==> src/verilog/capture_cfg.svh <==
`ifndef CAPTURE_CFG_SVH
`define CAPTURE_CFG_SVH

// ===========================================================================
// Capture path sizing
// ===========================================================================

// One incoming sample
`define CAP_SAMPLE_W 8

// Buffer word holds two samples
`define CAP_WORD_W 16

// 64 words split into two banks of 32
`define CAP_ADDR_W 6

// Header fields in the first word of each bank
`define CAP_SEQ_W 8
`define CAP_DROP_W 8

`endif

==> src/verilog/capture_pkg.sv <==
`default_nettype none

`include "capture_cfg.svh"

package capture_pkg;

    // Input stream element
    typedef struct packed {
        logic                     valid;
        logic [`CAP_SAMPLE_W-1:0] data;
    } sample_t;

    // Header view of a buffer word
    typedef struct packed {
        logic [`CAP_SEQ_W-1:0]  seq;
        logic [`CAP_DROP_W-1:0] drops;
    } cap_header_t;

    // Payload view, older sample in the high byte
    typedef struct packed {
        logic [`CAP_SAMPLE_W-1:0] first;
        logic [`CAP_SAMPLE_W-1:0] second;
    } cap_payload_t;

    // Slot 0 of a bank is a header, all other slots are payload
    typedef union packed {
        cap_header_t  hdr;
        cap_payload_t pay;
    } cap_word_t;

    // One output beat
    typedef struct packed {
        logic      valid;
        logic      start;
        logic      last;
        cap_word_t word;
    } frame_beat_t;

endpackage

`default_nettype wire

==> src/verilog/sample_packer.sv <==
`default_nettype none

`include "capture_cfg.svh"

module sample_packer (
    input  logic                   r_clk,
    input  logic                   fullish,
    input  capture_pkg::sample_t   sample_in,
    input  logic                   w_ready,
    input  logic                   w_bank_start,
    output logic                   w_trigger,
    output capture_pkg::cap_word_t w_data
);
    import capture_pkg::*;

    logic [`CAP_SAMPLE_W-1:0] first_q;
    logic                     have_first;
    cap_word_t                pair_q;
    logic                     pair_v;
    logic                     hdr_sent;
    logic [`CAP_SEQ_W-1:0]    seq_q;
    logic [`CAP_DROP_W-1:0]   drop_q;
    cap_word_t                hdr_word;
    logic                     pair_done;
    logic                     hdr_write;
    logic                     pair_write;
    logic                     pair_drop;

    // Second sample of a pair arrives this cycle
    assign pair_done = sample_in.valid && have_first;

    // At a bank start the header goes first, pair follows a cycle later
    assign hdr_write  = pair_v && !hdr_sent && w_bank_start && w_ready;
    assign pair_drop  = pair_v && !hdr_sent && w_bank_start && !w_ready;
    // Mid-bank the writer always has room
    assign pair_write = pair_v && (hdr_sent || !w_bank_start);

    always_comb begin
        hdr_word.hdr.seq   = seq_q;
        hdr_word.hdr.drops = drop_q;
    end

    assign w_trigger = hdr_write || pair_write;
    assign w_data    = hdr_write ? hdr_word : pair_q;

    // Sample data registers
    always_ff @(posedge r_clk) begin
        if (sample_in.valid && !have_first) begin
            first_q <= sample_in.data;
        end
        if (pair_done) begin
            pair_q.pay.first  <= first_q;
            pair_q.pay.second <= sample_in.data;
        end
    end

    // Pairing state, header bookkeeping and drop counting
    always_ff @(posedge r_clk or posedge fullish) begin
        if (fullish) begin
            have_first <= 1'b0;
            pair_v     <= 1'b0;
            hdr_sent   <= 1'b0;
            seq_q      <= '0;
            drop_q     <= '0;
        end else begin
            if (sample_in.valid) begin
                have_first <= !have_first;
            end
            if (pair_done) begin
                pair_v <= 1'b1;
            end else if (pair_write || pair_drop) begin
                pair_v <= 1'b0;
            end
            hdr_sent <= hdr_write;
            if (hdr_write) begin
                seq_q  <= seq_q + 1'b1;
                drop_q <= '0;
            end else if (pair_drop && drop_q != '1) begin
                // Saturates at all ones
                drop_q <= drop_q + 1'b1;
            end
        end
    end

endmodule

`default_nettype wire

==> src/verilog/bank_fifo.sv <==
`default_nettype none

module bank_fifo #(
    parameter int W = 16,
    parameter int N = 6
) (
    input  logic         r_clk,
    input  logic         fullish,
    input  logic         w_trigger,
    input  logic [W-1:0] w_data,
    output logic         w_ready,
    output logic         w_bank_start,
    input  logic         r_trigger,
    output logic         r_ready,
    output logic [W-1:0] r_data
);
    localparam int DEPTH = 1 << N;

    logic [W-1:0] mem [DEPTH];

    logic [N-1:0] w_addr;
    logic [N-1:0] r_addr;
    logic         w_bank;
    logic         r_bank;
    logic [1:0]   w_quarter;
    logic [1:0]   r_quarter;
    logic         w_behind;
    logic         r_behind;
    logic         dir;
    logic         w_fire;
    logic         r_fire;

    // ========================================================================
    // Bank ownership
    // ========================================================================

    // Top address bit selects the bank, top two the quarter
    assign w_bank    = w_addr[N-1];
    assign r_bank    = r_addr[N-1];
    assign w_quarter = w_addr[N-1:N-2];
    assign r_quarter = r_addr[N-1:N-2];

    // Writer has wrapped around and sits one quarter behind the reader
    assign w_behind = (w_quarter + 2'd1) == r_quarter;

    // Reader trails the writer by one quarter
    assign r_behind = (r_quarter + 2'd1) == w_quarter;

    // Direction flag
    // dir = 0 means a shared bank belongs to the writer
    // dir = 1 means a shared bank holds unread words for the reader
    always_ff @(posedge r_clk or posedge fullish) begin
        if (fullish) begin
            dir <= 1'b0;
        end else if (w_behind) begin
            dir <= 1'b1;
        end else if (r_behind) begin
            dir <= 1'b0;
        end
    end

    // Different banks never conflict
    assign w_ready = (w_bank != r_bank) || !dir;
    assign r_ready = (w_bank != r_bank) || dir;

    // Write position is the first slot of either bank
    assign w_bank_start = w_addr[N-2:0] == '0;

    // ========================================================================
    // Write side
    // ========================================================================

    assign w_fire = w_trigger && w_ready;

    always_ff @(posedge r_clk or posedge fullish) begin
        if (fullish) begin
            w_addr <= '0;
        end else if (w_fire) begin
            w_addr <= w_addr + 1'b1;
        end
    end

    // Storage
    always_ff @(posedge r_clk) begin
        if (w_fire) begin
            mem[w_addr] <= w_data;
        end
    end

    // ========================================================================
    // Read side
    // ========================================================================

    assign r_fire = r_trigger && r_ready;

    always_ff @(posedge r_clk or posedge fullish) begin
        if (fullish) begin
            r_addr <= '0;
        end else if (r_fire) begin
            r_addr <= r_addr + 1'b1;
        end
    end

    // Word at the read address is always visible
    assign r_data = mem[r_addr];

endmodule

`default_nettype wire

==> src/verilog/bank_framer.sv <==
`default_nettype none

`include "capture_cfg.svh"

module bank_framer (
    input  logic                     r_clk,
    input  logic                     fullish,
    input  logic                     r_ready,
    input  capture_pkg::cap_word_t   r_data,
    output logic                     r_trigger,
    input  logic                     out_ready,
    output capture_pkg::frame_beat_t frame_out
);
    import capture_pkg::*;

    // Position within a bank, one bit less than the buffer address
    localparam int POS_W = `CAP_ADDR_W - 1;

    logic [POS_W-1:0] pos_q;
    logic             valid_q;
    logic             start_q;
    logic             last_q;
    cap_word_t        word_q;
    logic             beat_taken;
    logic             can_load;
    logic             at_first;
    logic             at_last;

    // ========================================================================
    // Read control
    // ========================================================================

    // Output beat leaves this cycle
    assign beat_taken = valid_q && out_ready;

    // Register free now or freed by the current transfer
    assign can_load = !valid_q || beat_taken;

    // Read only what the buffer offers
    assign r_trigger = r_ready && can_load;

    // Slot 0 is the header, slot all-ones closes the frame
    assign at_first = pos_q == '0;
    assign at_last  = pos_q == '1;

    // ========================================================================
    // Output register
    // ========================================================================

    always_ff @(posedge r_clk or posedge fullish) begin
        if (fullish) begin
            pos_q   <= '0;
            valid_q <= 1'b0;
            start_q <= 1'b0;
            last_q  <= 1'b0;
        end else begin
            if (r_trigger) begin
                // Load a new beat, possibly replacing one leaving now
                valid_q <= 1'b1;
                start_q <= at_first;
                last_q  <= at_last;
                pos_q   <= pos_q + 1'b1;
            end else if (beat_taken) begin
                valid_q <= 1'b0;
                start_q <= 1'b0;
                last_q  <= 1'b0;
            end
        end
    end

    // Beat payload holds while stalled
    always_ff @(posedge r_clk) begin
        if (r_trigger) begin
            word_q <= r_data;
        end
    end

    assign frame_out = '{
        valid: valid_q,
        start: start_q,
        last:  last_q,
        word:  word_q
    };

endmodule

`default_nettype wire

==> src/verilog/capture_top.sv <==
`default_nettype none

`include "capture_cfg.svh"

module capture_top (
    input  logic                     r_clk,
    input  logic                     fullish,
    input  capture_pkg::sample_t     sample_in,
    input  logic                     out_ready,
    output capture_pkg::frame_beat_t frame_out
);
    import capture_pkg::*;

    // Packer to buffer
    logic      w_trigger;
    logic      w_ready;
    logic      w_bank_start;
    cap_word_t w_data;

    // Buffer to framer
    logic      r_trigger;
    logic      r_ready;
    cap_word_t r_data;

    // ========================================================================
    // Datapath
    // ========================================================================

    sample_packer u_packer (
        .r_clk        (r_clk),
        .fullish      (fullish),
        .sample_in    (sample_in),
        .w_ready      (w_ready),
        .w_bank_start (w_bank_start),
        .w_trigger    (w_trigger),
        .w_data       (w_data)
    );

    bank_fifo #(
        .W (`CAP_WORD_W),
        .N (`CAP_ADDR_W)
    ) u_fifo (
        .r_clk        (r_clk),
        .fullish      (fullish),
        .w_trigger    (w_trigger),
        .w_data       (w_data),
        .w_ready      (w_ready),
        .w_bank_start (w_bank_start),
        .r_trigger    (r_trigger),
        .r_ready      (r_ready),
        .r_data       (r_data)
    );

    bank_framer u_framer (
        .r_clk     (r_clk),
        .fullish   (fullish),
        .r_ready   (r_ready),
        .r_data    (r_data),
        .r_trigger (r_trigger),
        .out_ready (out_ready),
        .frame_out (frame_out)
    );

endmodule

`default_nettype wire

==> config.mk <==
export PLATFORM = sky130hd
export DESIGN_NAME = capture_top
export DESIGN_NICKNAME = d
export VERILOG_FILES = /design/src/verilog/capture_pkg.sv /design/src/verilog/sample_packer.sv /design/src/verilog/bank_fifo.sv /design/src/verilog/bank_framer.sv /design/src/verilog/capture_top.sv
export VERILOG_INCLUDE_DIRS = /design/src /design/src/verilog
export SDC_FILE = /design/constraint.sdc
export NUM_CORES = 1
export LEC_CHECK = 0
export BUFFER_PORTS_ARGS = -buffer_cell sky130_fd_sc_hd__buf_4
export CORE_AREA = 2 2 418 420
export DETAILED_ROUTE_END_ITERATION = 16
export DIE_AREA = 0 0 420 422
export PLACE_DENSITY = 0.46
export SYNTH_ARGS = -nofsm -noshare
export SYNTH_HDL_FRONTEND = slang
export SYNTH_SLANG_ARGS = --single-unit
==> constraint.sdc <==
create_clock -name r_clk -period 4.15 [get_ports r_clk]
set_input_delay 1.0375 -clock r_clk [delete_from_list [all_inputs] [get_ports r_clk]]
set_output_delay 1.0375 -clock r_clk [all_outputs]
set_load 0.01 [all_outputs]
==> out/summary.md <==
## Power and ir drop
* 27.1% — Gate power share
* 608.1 uV — maximum ir drop on the vdd rail
* 22,570 uW — Power Internal
* 31.3% — part of the power in the clock network
* 31.42% — switching share of power
* 41.6% — power share of the sequential group
* 0.01615 uW — LEAKAGE
* 10,340 uW — power spent charging and discharging nets
* 653.9 nW/um2 — areal power density over the cells

## Critical path
* reg2reg — category of the critical setup timing path
* u_fifo.r_addr[0]$_DFFE_PP0P_ — Crit Reg-Reg Startpoint
* 4570 ps — critical path required time
* compound AO/OA/AOI/OAI gates — cell family with most CP delay
* 840 ps — CP max stage delay
* flop — Setup crit start kind
* sky130_fd_sc_hd__dfrtp_4 — slowest cell on the critical path
* 82 — CP max FO
* flop — sort of element at the end of the critical path
* 420 ps — reg2reg setup slack
* u_framer.word_q[11]$_DFFE_PP_ — RR Endpoint
* buf_12 > mux4_2 > mux2i_1 > o21ai_0 > o22ai_1 > a21oi_1 — critical path cell sequence
* 4150 ps — worst endpoint data arrival time
* 6 — number of cell instances on the worst register-to-register path
* 1 — critical path buffer and inverter count

## Floorplanning
* 177,200 um2 — die area
* 420 um — Die Span X
* 24.82% — initial cell density of the core
* 153 — standard-cell rows
* 422 um — height of the chip
* 31 — count of boundary I/O pins
* 172,900 um2 — core footprint

## Clock network
* 115 — CTS buffer count
* 3 — maximum level of the CTS H-tree
* 0 — number of buffers inserted to repair setup after CTS
* 3 — deepest clock path buffer count
* 1,104 — Sinks on Clock Net
* 60 ps — clock-pin slew reported for the worst setup and hold paths after clock tree synthesis
* done — TritonCTS clock tree
* 720 ps — clock latency at the later pin of the worst-skew pair
* sky130_fd_sc_hd__clkbuf_16 — buffer type at the clock tree root
* 0 — count of instances resized after the clock tree is built
* 0 — hold buffers post-CTS

## Logic synthesis
* 0 — Yosys warning total
* 2,163 — synthesized net count
* 0.3499% — synthesized-area fraction occupied by adder cells
* 4.003% — fraction of the mapped netlist area in compound gates
* 0.5307% — xor/xnor share of the synthesized area
* 3.623% — ys async rst share
* 2,139 — synthesized instance count
* 1,104 — number of storage elements in the synthesis netlist
* 42,910 um2 — cell area after synthesis
* 54 — number of different library cells in the post-synthesis netlist
* 20.06 um2 — average size of a mapped cell
* 1,064 — number of enable-type register cells in the synthesized netlist
* sky130_fd_sc_hd__edfxtp_1 — dominant register cell in the synthesized netlist
* 2.248% — area share of and/or/nand/nor cells after synthesis
* multiplexers — dominant combinational cell family by area after synthesis
* 14.39% — mux share of post-synthesis cell area
* 76.79% — post-synthesis sequential area ratio

## Hold path
* 0 — hold path depth
* reg2reg — path category of the worst min-delay check
* u_packer.pair_q[10]$_DFFE_PP_ — hold worst-path end
* u_packer.first_q[2]$_DFFE_PP_ — HP Start

## Finish
* 22.34% — share of final-layout standard cells stronger than drive strength 1
* 50,340 um2 — design area
* 16,859 — number of inserted filler cells in the final layout
* 2,319 — Total Nets Final
* 17.30% — synth-to-layout area growth
* 0 — diodes inserted
* sky130_fd_sc_hd__edfxtp_1 — leading cell type in the layout, fill and taps excluded
* 1,064 x sky130_fd_sc_hd__edfxtp_1, 221 x sky130_fd_sc_hd__mux2i_1, 162 x sky130_fd_sc_hd__mux4_2 — top library cells by usage in the layout, fill and taps aside

## Drt
* 0 — number of nets with antenna violations after routing
* 113.1 mm — final WL
* 23.99 um — DR WL/cell
* 21,120 — total vias in the final route
* 4.479 — Vias per Instance
* 0 — remaining design rule violation count
* 5 — TritonRoute pass-1 iters
* 2,080 — count of routing violations after the opening detailed-route iteration

## Global route
* 83 — largest net degree at the start of global routing
* 161.9 mm — first-pass GRT wire length
* 21,616 — via count of the first global-routing pass
* 5 — initial antenna violation count
* 12.61% — overall global routing resource usage
* 0 — total congestion overflow

## Place
* 0.8011 — Routability Congestion
* 30 — buffers added on ports
* 465.3 ps — worst setup slack before clock tree synthesis
* 46,580 um2 — post-placement cell area
* 68.72 mm — detailed placement HPWL

## STA
* 0 — number of endpoints failing setup at the final stage
* 27.99 ps — Layout Skew
* 27.64% — Worst slew margin
* no — unrepaired setup endpoints after global routing
* 0 ps — setup TNS
* 0 — max-slew violation count
* 415.4 ps — post-route worst setup slack
* 89.99% — post-route clock period utilization
* 0.2678 GHz — fmax
* 1085 ps — measured slew at the worst slew-check pin
* 0 — number of hold-slack violations in the final timing report
* 426.4 ps — hold_ws
* 3735 ps — time the worst path needs with I/O delays and setup

## Status
* finished, final reports clean — status

## Job
* 0 — MaxCap Viol Count

## registers in the layout (all words and copies together) (netlist names), 5 cells and up
name and cells:
u_fifo.mem 1024, u_framer.word_q 16, u_packer.seq_q 8, u_packer.first_q 8
u_packer.drop_q 8, u_fifo.w_addr 6, u_framer.pos_q 5, u_packer.pair_q 16
u_fifo.r_addr 6
## logic make-up (layout without fill, tap and decap cells)
logic type / count (synthesis) / count (layout)
buf+inv: 131 / 382
flops: 1104 / 1104
mux: 411 / 411
fa+ha+maj: 12 / 12
compound gates: 240 / 240
xor+xnor: 26 / 26
simple gates: 215 / 215
## cells in the mapped netlist (all sizes together), types with 17 or more instances
| cell type | n | area (um2) |
|---|---|---|
| a21oi | 34 | 170.2 |
| nor2 | 102 | 382.9 |
| o21ai | 65 | 325.3 |
| xnor2 | 20 | 175.2 |
| edfxtp | 1064 | 31950 |
| a221oi | 32 | 280.3 |
| dfrtp | 40 | 1001 |
| mux4 | 162 | 3649 |
| o221ai | 44 | 385.4 |
| mux2 | 28 | 315.3 |
| nand2 | 55 | 206.5 |
| mux2i | 221 | 2212 |
| buf | 83 | 541.8 |
| a22o | 17 | 148.9 |
| clkbuf | 35 | 132.6 |
## how the worst max path moves through the flow
stage,depth (start not counted),slack [ps],end,startpoint
floorplan,6,1540,u_fifo.mem[14][0]$_DFFE_PP_,u_fifo.w_addr[5]$_DFFE_PP0P_
global placement,6,450,u_framer.word_q[11]$_DFFE_PP_,u_fifo.r_addr[0]$_DFFE_PP0P_
detailed placement,6,470,u_framer.word_q[11]$_DFFE_PP_,u_fifo.r_addr[0]$_DFFE_PP0P_
CTS,6,450,u_framer.word_q[11]$_DFFE_PP_,u_fifo.r_addr[0]$_DFFE_PP0P_
global route,6,340,u_framer.word_q[11]$_DFFE_PP_,u_fifo.r_addr[0]$_DFFE_PP0P_
finish,6,420,u_framer.word_q[11]$_DFFE_PP_,u_fifo.r_addr[0]$_DFFE_PP0P_
## power groups by stage
stage	clock network [uW]	logic [uW]	registers, uW
detailed placement	0	9090	14000
global route	11000	9520	13700
global placement	0	9080	13900
floorplan	0	5730	13500
finish	10300	8920	13700
CTS	10600	9120	13700
## per-stage QoR
step	power, uW	util, %	instances
after floorplan	19240	-	2139
after global placement	23030	26.95	4503
after detailed placement	23050	26.95	4503
after CTS	33390	29.12	4715
after global routing	34250	29.12	4715
final	32910	29.12	4715
## worst reg2reg max path, stage by stage (launching register included)
cell and delay, ps:
sky130_fd_sc_hd__dfrtp_4 840, sky130_fd_sc_hd__buf_12 550, sky130_fd_sc_hd__mux4_2 790, sky130_fd_sc_hd__mux2i_1 160
sky130_fd_sc_hd__o21ai_0 250, sky130_fd_sc_hd__o22ai_1 780, sky130_fd_sc_hd__a21oi_1 80
## layout make-up
class / count / area [um2] / share of cell area (%)
clock buffer: 133 / 2955 / 5.871
sequential: 1104 / 32970 / 65.49
multi-input combinational: 904 / 9251 / 18.38
inverter: 13 / 48.80 / 0.09694
timing repair buffer: 157 / 1404 / 2.789
clock inverter: 79 / 800.8 / 1.591
tap: 2325 / 2909 / 5.779
## per-layer routing
metal  global-route usage, %  part of all wire (%)
met2                   21.07                    49
met1                   17.12                    44
met3                   1.695                   4.3
met5                       0                     0
met4                   3.441                   1.9
Power figures use the tool's default switching activity.
